--- src/conv_pkg.sv ---
package conv_pkg;

    ////////////////////
    // Datapath widths
    ////////////////////

    // ifmap and filter operands
    localparam int unsigned DATA_WIDTH = 16;
    // Product, partial sum and accumulator
    localparam int unsigned ACC_WIDTH = 32;

    ////////////////////
    // Window and pipe
    ////////////////////

    localparam int unsigned KERNEL_SIZE = 3;
    localparam int unsigned TAP_CNT_WIDTH = 2;
    // Index of the tap that closes a window
    localparam logic [TAP_CNT_WIDTH-1:0] LAST_TAP_IDX = TAP_CNT_WIDTH'(KERNEL_SIZE - 1);
    // Multiplier register stages
    localparam int unsigned MULT_LATENCY = 2;

    // Controller states
    typedef enum logic [2:0] {
        ST_IDLE        = 3'd0,
        ST_TAP_ACK     = 3'd1,
        ST_TAP_WAIT    = 3'd2,
        ST_DRAIN       = 3'd3,
        ST_OUT_REQ     = 3'd4,
        ST_OUT_RELEASE = 3'd5
    } ctrl_state_t;

endpackage
--- src/conv_pe_top.sv ---
`timescale 1ns/1ps

module conv_pe_top (
    input  logic                                   clk,
    input  logic                                   rstn,
    // Input handshake
    input  logic                                   in_req,
    input  logic signed [conv_pkg::DATA_WIDTH-1:0] in_ifmap,
    input  logic signed [conv_pkg::DATA_WIDTH-1:0] in_fltr,
    input  logic        [conv_pkg::ACC_WIDTH-1:0]  in_psum,
    output logic                                   in_ack,
    // Output handshake
    input  logic                                   out_ack,
    output logic                                   out_req,
    output logic        [conv_pkg::ACC_WIDTH-1:0]  out_psum
);

    // Controller to datapath
    logic cap_en;
    logic first_tap;
    logic result_load;
    logic pipe_busy;
    // Controller to counter
    logic tap_inc;
    logic tap_clear;
    logic last_tap;

    pe_ctrl u_ctrl (
        .clk         (clk),
        .rstn        (rstn),
        .in_req      (in_req),
        .out_ack     (out_ack),
        .last_tap    (last_tap),
        .pipe_busy   (pipe_busy),
        .in_ack      (in_ack),
        .out_req     (out_req),
        .cap_en      (cap_en),
        .first_tap   (first_tap),
        .result_load (result_load),
        .tap_inc     (tap_inc),
        .tap_clear   (tap_clear)
    );

    tap_counter u_tap_cnt (
        .clk       (clk),
        .rstn      (rstn),
        .tap_inc   (tap_inc),
        .tap_clear (tap_clear),
        .last_tap  (last_tap)
    );

    pe_mac_datapath u_datapath (
        .clk         (clk),
        .rstn        (rstn),
        .in_ifmap    (in_ifmap),
        .in_fltr     (in_fltr),
        .in_psum     (in_psum),
        .cap_en      (cap_en),
        .first_tap   (first_tap),
        .result_load (result_load),
        .pipe_busy   (pipe_busy),
        .out_psum    (out_psum)
    );

endmodule

--- src/pe_ctrl.sv ---
`timescale 1ns/1ps

module pe_ctrl (
    input  logic clk,
    input  logic rstn,
    input  logic in_req,
    input  logic out_ack,
    input  logic last_tap,
    input  logic pipe_busy,
    output logic in_ack,
    output logic out_req,
    output logic cap_en,
    output logic first_tap,
    output logic result_load,
    output logic tap_inc,
    output logic tap_clear
);

    conv_pkg::ctrl_state_t state;
    conv_pkg::ctrl_state_t state_nxt;
    // Set when the tap being acked closed the window
    logic closing_tap;

    ////////////////////
    // State register
    ////////////////////

    always_ff @(posedge clk or negedge rstn) begin
        if (!rstn) begin
            state <= conv_pkg::ST_IDLE;
        end else begin
            state <= state_nxt;
        end
    end

    // Counter sits on the last index for both of the final two taps
    always_ff @(posedge clk or negedge rstn) begin
        if (!rstn) begin
            closing_tap <= 1'b0;
        end else if (cap_en) begin
            closing_tap <= last_tap;
        end
    end

    ////////////////////
    // Next state
    ////////////////////

    always_comb begin
        state_nxt = state;
        case (state)
            // First tap of a window
            conv_pkg::ST_IDLE: begin
                if (in_req) begin
                    state_nxt = conv_pkg::ST_TAP_ACK;
                end
            end
            // Ack up, wait for host to release
            conv_pkg::ST_TAP_ACK: begin
                if (!in_req) begin
                    // Tap just acked was the closing one
                    if (closing_tap) begin
                        state_nxt = conv_pkg::ST_DRAIN;
                    end else begin
                        state_nxt = conv_pkg::ST_TAP_WAIT;
                    end
                end
            end
            conv_pkg::ST_TAP_WAIT: begin
                if (in_req) begin
                    state_nxt = conv_pkg::ST_TAP_ACK;
                end
            end
            // Products still moving through mult and add
            conv_pkg::ST_DRAIN: begin
                if (!pipe_busy) begin
                    state_nxt = conv_pkg::ST_OUT_REQ;
                end
            end
            // Result offered, inputs held off
            conv_pkg::ST_OUT_REQ: begin
                if (out_ack) begin
                    state_nxt = conv_pkg::ST_OUT_RELEASE;
                end
            end
            conv_pkg::ST_OUT_RELEASE: begin
                if (!out_ack) begin
                    state_nxt = conv_pkg::ST_IDLE;
                end
            end
            default: begin
                state_nxt = conv_pkg::ST_IDLE;
            end
        endcase
    end

    ////////////////////
    // Outputs
    ////////////////////

    // Handshake lines decoded straight from state
    assign in_ack  = (state == conv_pkg::ST_TAP_ACK);
    assign out_req = (state == conv_pkg::ST_OUT_REQ);

    // Accept only while ack is low and no result pending
    assign cap_en = in_req &&
                    ((state == conv_pkg::ST_IDLE) || (state == conv_pkg::ST_TAP_WAIT));
    assign first_tap = cap_en && (state == conv_pkg::ST_IDLE);
    // Closing tap leaves the counter on its last index
    assign tap_inc = cap_en && !last_tap;

    // One cycle pulse, accumulator settled
    assign result_load = (state == conv_pkg::ST_DRAIN) && !pipe_busy;
    // Output handshake done
    assign tap_clear = (state == conv_pkg::ST_OUT_RELEASE) && !out_ack;

endmodule

--- src/tap_counter.sv ---
`timescale 1ns/1ps

module tap_counter (
    input  logic clk,
    input  logic rstn,
    input  logic tap_inc,
    input  logic tap_clear,
    output logic last_tap
);

    // Taps accepted so far in this window
    logic [conv_pkg::TAP_CNT_WIDTH-1:0] tap_cnt;

    always_ff @(posedge clk or negedge rstn) begin
        if (!rstn) begin
            tap_cnt <= '0;
        end else if (tap_clear) begin
            tap_cnt <= '0;
        // Holds at the last index until cleared
        end else if (tap_inc && (tap_cnt != conv_pkg::LAST_TAP_IDX)) begin
            tap_cnt <= tap_cnt + 1'b1;
        end
    end

    // Next accepted transfer closes the window
    assign last_tap = (tap_cnt == conv_pkg::LAST_TAP_IDX);

endmodule

--- src/pe_mac_datapath.sv ---
`timescale 1ns/1ps

module pe_mac_datapath (
    input  logic                                   clk,
    input  logic                                   rstn,
    input  logic signed [conv_pkg::DATA_WIDTH-1:0] in_ifmap,
    input  logic signed [conv_pkg::DATA_WIDTH-1:0] in_fltr,
    input  logic        [conv_pkg::ACC_WIDTH-1:0]  in_psum,
    input  logic                                   cap_en,
    input  logic                                   first_tap,
    input  logic                                   result_load,
    output logic                                   pipe_busy,
    output logic        [conv_pkg::ACC_WIDTH-1:0]  out_psum
);

    // Enough room for every product the multiplier can hold
    localparam int unsigned FLIGHT_WIDTH = $clog2(conv_pkg::MULT_LATENCY + 1);

    logic signed [conv_pkg::DATA_WIDTH-1:0] cap_ifmap;
    logic signed [conv_pkg::DATA_WIDTH-1:0] cap_fltr;
    logic                                   cap_valid;
    logic signed [conv_pkg::ACC_WIDTH-1:0]  product;
    logic                                   prod_valid;
    logic        [conv_pkg::ACC_WIDTH-1:0]  acc;
    logic        [FLIGHT_WIDTH-1:0]         in_flight;

    ////////////////////
    // Operand capture
    ////////////////////

    always_ff @(posedge clk or negedge rstn) begin
        if (!rstn) begin
            cap_valid <= 1'b0;
        end else begin
            cap_valid <= cap_en;
        end
    end

    always_ff @(posedge clk) begin
        if (cap_en) begin
            cap_ifmap <= in_ifmap;
            cap_fltr  <= in_fltr;
        end
    end

    pe_multiplier u_mult (
        .clk       (clk),
        .rstn      (rstn),
        .in_valid  (cap_valid),
        .a         (cap_ifmap),
        .b         (cap_fltr),
        .product   (product),
        .out_valid (prod_valid)
    );

    // Products inside the multiplier, up on entry, down when added
    always_ff @(posedge clk or negedge rstn) begin
        if (!rstn) begin
            in_flight <= '0;
        end else if (cap_valid && !prod_valid) begin
            in_flight <= in_flight + 1'b1;
        end else if (!cap_valid && prod_valid) begin
            in_flight <= in_flight - 1'b1;
        end
    end

    assign pipe_busy = cap_valid || (in_flight != '0);

    ////////////////////
    // Accumulate
    ////////////////////

    // Seeded by the incoming psum, wraps at 32 bits
    always_ff @(posedge clk) begin
        if (cap_en && first_tap) begin
            acc <= in_psum;
        end else if (prod_valid) begin
            acc <= acc + $unsigned(product);
        end
        // Result holds until the next window
        if (result_load) begin
            out_psum <= acc;
        end
    end

endmodule

--- src/pe_multiplier.sv ---
`timescale 1ns/1ps

module pe_multiplier (
    input  logic                                   clk,
    input  logic                                   rstn,
    input  logic                                   in_valid,
    input  logic signed [conv_pkg::DATA_WIDTH-1:0] a,
    input  logic signed [conv_pkg::DATA_WIDTH-1:0] b,
    output logic signed [conv_pkg::ACC_WIDTH-1:0]  product,
    output logic                                   out_valid
);

    // Stage 1 operand registers
    logic signed [conv_pkg::DATA_WIDTH-1:0] a_q;
    logic signed [conv_pkg::DATA_WIDTH-1:0] b_q;
    logic                                   valid_q;

    // Valid bits walk with the data
    always_ff @(posedge clk or negedge rstn) begin
        if (!rstn) begin
            valid_q   <= 1'b0;
            out_valid <= 1'b0;
        end else begin
            valid_q   <= in_valid;
            out_valid <= valid_q;
        end
    end

    // Payload stages, no reset needed
    always_ff @(posedge clk) begin
        a_q <= a;
        b_q <= b;
        // Stage 2, signed multiply sized to the full product
        product <= a_q * b_q;
    end

endmodule

--- config.mk ---
export PLATFORM = sky130hd
export DESIGN_NAME = conv_pe_top
export DESIGN_NICKNAME = d
export VERILOG_FILES = /design/src/conv_pkg.sv /design/src/conv_pe_top.sv /design/src/pe_ctrl.sv /design/src/tap_counter.sv /design/src/pe_mac_datapath.sv /design/src/pe_multiplier.sv
export SDC_FILE = /design/constraint.sdc
export NUM_CORES = 1
export LEC_CHECK = 0
export CORE_MARGIN = 3
export CORE_UTILIZATION = 30
export DETAILED_ROUTE_END_ITERATION = 12
export DONT_BUFFER_PORTS = 1
export PLACE_DENSITY = 0.43
export SKIP_CTS_REPAIR_TIMING = 1
export SLEW_MARGIN = 40
export SYNTH_ARGS = -nofsm -noshare
export SYNTH_HDL_FRONTEND = slang
export SYNTH_SLANG_ARGS = --single-unit
--- constraint.sdc ---
create_clock -name clk -period 10.3 [get_ports clk]
set_clock_uncertainty 0.05 [all_clocks]
set_input_delay 1.03 -clock clk [delete_from_list [all_inputs] [get_ports clk]]
set_output_delay 1.03 -clock clk [all_outputs]
set_load 0.01 [all_outputs]
==> flow_summary.json <==
{
  "area.growth.synth_to_final_pct": 8.46,
  "slew_headroom_pct": 46.0,
  "finalWorstSetupSlack_ps": 3320,
  "setup_violations": 0,
  "vias": 10500,
  "io_buffers": 0,
  "fmax_mhz": 143,
  "ant_nets": 0,
  "drt-initial-drc-count": 549,
  "status": "finished, final reports clean",
  "grt_max_degree": 40,
  "fin_crit_ps": 6980,
  "clock_latency_ps": 480,
  "cts_buffers": 17,
  "htreeDepth": 4,
  "synth_warnings": 0,
  "cp_data_arrival_time_ps": 7280,
  "gp_congestion": 0.826,
  "synth_area_um2": 16400,
  "wire_per_inst_um": 17.4,
  "core-area_um2": 53900,
  "synth_area_per_cell_um2": 10.3,
  "die_width_um": 240,
  "grt_overflow": 0,
  "routed_wl_mm": 39.7,
  "yosysSeqAreaShare_pct": 27.1,
  "min_path_type": "input pin to asynchronous set/reset pin",
  "cts-root-buf": "clkbuf_16",
  "drc": 0,
  "clk_pin_slew_worst_paths_ps": 70,
  "synthDistinctLibCells": 58,
  "max-cap-violations": 0,
  "drive_gt1_share_pct": 3.04,
  "vias_per_cell": 4.62,
  "grt_antenna_before_repair": 0,
  "async_reset_ff_share_pct": 6.43,
  "stdcell_count": 2279,
  "path_class": "flip-flop to flip-flop",
  "final_common_cell": "inv_1",
  "placementRows": 85,
  "grt_pass1_vias": 11200,
  "dp.cells": 2245,
  "start_kind": "flip-flop",
  "cts.sinks": 171,
  "worst_pin_slew_ps": 809,
  "tns_ps": 0,
  "rr_worst_depth": 19,
  "fin_nets": 2014,
  "track_usage_pct": 14.4,
  "ys_ff_latch": 171,
  "worst_setup_path_end_kind": "flip-flop",
  "io_pins": 102,
  "synthCells": 1587,
  "worstPathMaxFanout": 16,
  "place_hpwl_mm": 32.4,
  "place_ws_ps": 3380,
  "mostFrequentLayoutCells": "301 x inv_1, 263 x fa_1, 175 x nand2_1",
  "fin_crit_sh_pct": 67.8,
  "cts_buffer_depth": 2,
  "worstPathRequired_ps": 10600,
  "final_util_pct": 33.0,
  "finalMaxSlewViolations": 0,
  "synth_edf_count": 96,
  "synth_ff_type": "edfxtp_1",
  "r2r-start": "u_datapath.u_mult.b_q[1]$_DFF_P_",
  "syn_nets": 2033,
  "cts_tree": "yes",
  "grt_pass1_wl_mm": 63.1,
  "initial_core_util_pct": 30.4,
  "first_pass_iters": 5,
  "rsz0062_at_grt": "false",
  "die_area_um2": 57500,
  "hold_viol": 0,
  "cp-startpoint": "u_datapath.u_mult.b_q[1]$_DFF_P_",
  "die_h_um": 240
}
[synthesized netlist by cell type, types with 2 or more instances]
| library cell | instances | area (um2) |
|---|---|---|
| clkbuf_1 | 44 | 165 |
| nand4_1 | 4 | 25.0 |
| o22ai_1 | 3 | 18.8 |
| a311oi_1 | 3 | 26.3 |
| or4b_1 | 2 | 20.0 |
| edfxtp_1 | 96 | 2880 |
| a311o_1 | 2 | 20.0 |
| a31oi_1 | 7 | 43.8 |
| nor2_1 | 51 | 191 |
| o2111ai_1 | 2 | 17.5 |
| a2111oi_0 | 2 | 17.5 |
| a211oi_1 | 12 | 90.1 |
| nor3_1 | 15 | 75.1 |
| nor4b_1 | 5 | 43.8 |
| nand3_1 | 10 | 50.1 |
| buf_1 | 2 | 7.51 |
| fa_1 | 263 | 5270 |
| a211o_1 | 5 | 43.8 |
| nand2_1 | 175 | 657 |
| nand2b_1 | 16 | 100 |
| and2_1 | 126 | 788 |
| o21a_1 | 6 | 45.0 |
| ha_1 | 115 | 1440 |
| xor2_1 | 18 | 158 |
| xnor2_1 | 39 | 342 |
| dfrtp_1 | 11 | 275 |
| a21o_1 | 21 | 158 |
| nor3b_1 | 7 | 52.6 |
| o21bai_1 | 3 | 22.5 |
| o21ai_0 | 47 | 235 |
| o211ai_1 | 3 | 22.5 |
| o311ai_0 | 4 | 35.0 |
| and3_1 | 7 | 43.8 |
| a21boi_0 | 5 | 37.5 |
| or3_1 | 7 | 43.8 |
| o31ai_1 | 2 | 15.0 |
| a31o_2 | 3 | 26.3 |
| nor2b_1 | 4 | 25.0 |
| o211a_1 | 2 | 20.0 |
| inv_1 | 301 | 1130 |
| o2111a_1 | 3 | 33.8 |
| dfxtp_1 | 64 | 1280 |
| or2_2 | 2 | 12.5 |
| a21oi_1 | 54 | 270 |
[registers in the layout, summed over array words and instances (netlist names)]
register	cells
u_ctrl.state	3
u_datapath.u_mult.out_valid	1
u_datapath.cap_valid	1
u_datapath.acc	32
u_datapath.u_mult.product	32
u_tap_cnt.tap_cnt	2
u_datapath.u_mult.a_q	16
u_datapath.cap_ifmap	16
u_datapath.u_mult.b_q	16
u_datapath.u_mult.valid_q	1
u_datapath.out_psum	32
u_datapath.cap_fltr	16
u_datapath.in_flight	2
u_ctrl.closing_tap	1
[routing by layer]
layer	share of wire, %	wire [um]	GRT usage [%]
met3	3.4	1340	2.86
met5	0	0	0
met4	1.6	646	4.20
met2	46	18300	22.7
met1	49	19400	20.2
[through the flow]
stage	hold WS, ps	instance area, um2
floorplan	273	16400
global placement	275	17200
detailed placement	277	17200
CTS	141	17800
global route	154	17800
finish	195	17800
[worst max-delay path, stage by stage, from the launching register on]
cell	delay, ps
dfxtp_1	710
nand2_1	190
inv_1	170
fa_1	550
fa_1	920
fa_1	530
fa_1	500
fa_1	500
inv_1	50
fa_1	490
inv_1	50
ha_1	330
inv_1	140
o311ai_1	190
a21o_1	220
or3_1	310
a311o_1	310
nand2_1	140
o211ai_1	130
a311o_1	380
[worst paths after layout]
| path | to | slack (ps) |
|---|---|---|
| worst min register to register | u_datapath.u_mult.a_q[5]$_DFF_P_ | 280 |
| worst max register to register | u_datapath.u_mult.product[30]$_DFF_P_ | 3320 |
| worst max-delay path | u_datapath.u_mult.product[30]$_DFF_P_ | 3320 |
| max in group asynchronous | u_datapath.in_flight[0]$_DFFE_PN0P_ | 9940 |
| min in group clk | u_datapath.u_mult.a_q[5]$_DFF_P_ | 280 |
| worst min-delay path | u_tap_cnt.tap_cnt[0]$_DFFE_PN0P_ | 190 |
[cells by family after synthesis]
group / Yosys count / synth area share [%]
and+or+nand+nor: 436 / 13.2
adders and majority gates: 378 / 40.9
buffers and inverters: 347 / 7.94
AOI/OAI and AO/OA: 197 / 7.77
DFF: 171 / 27.1
xor gates and xnor gates: 57 / 3.05
muxes: 1 / 0.0687
[layout make-up]
type	instances	area, um2
fillers	5469	36100
multi-input cells	1069	10700
flip-flops and latches	171	4440
inverters	301	1130
well taps	696	871
clock buffers	17	425
clock inverters	15	176
repair buffers	8	67.6
diodes	2	5.00
Power is left out: the tool's default activity adds up to more than one toggle a clock period on the data nets, which glitch-free logic cannot reach.
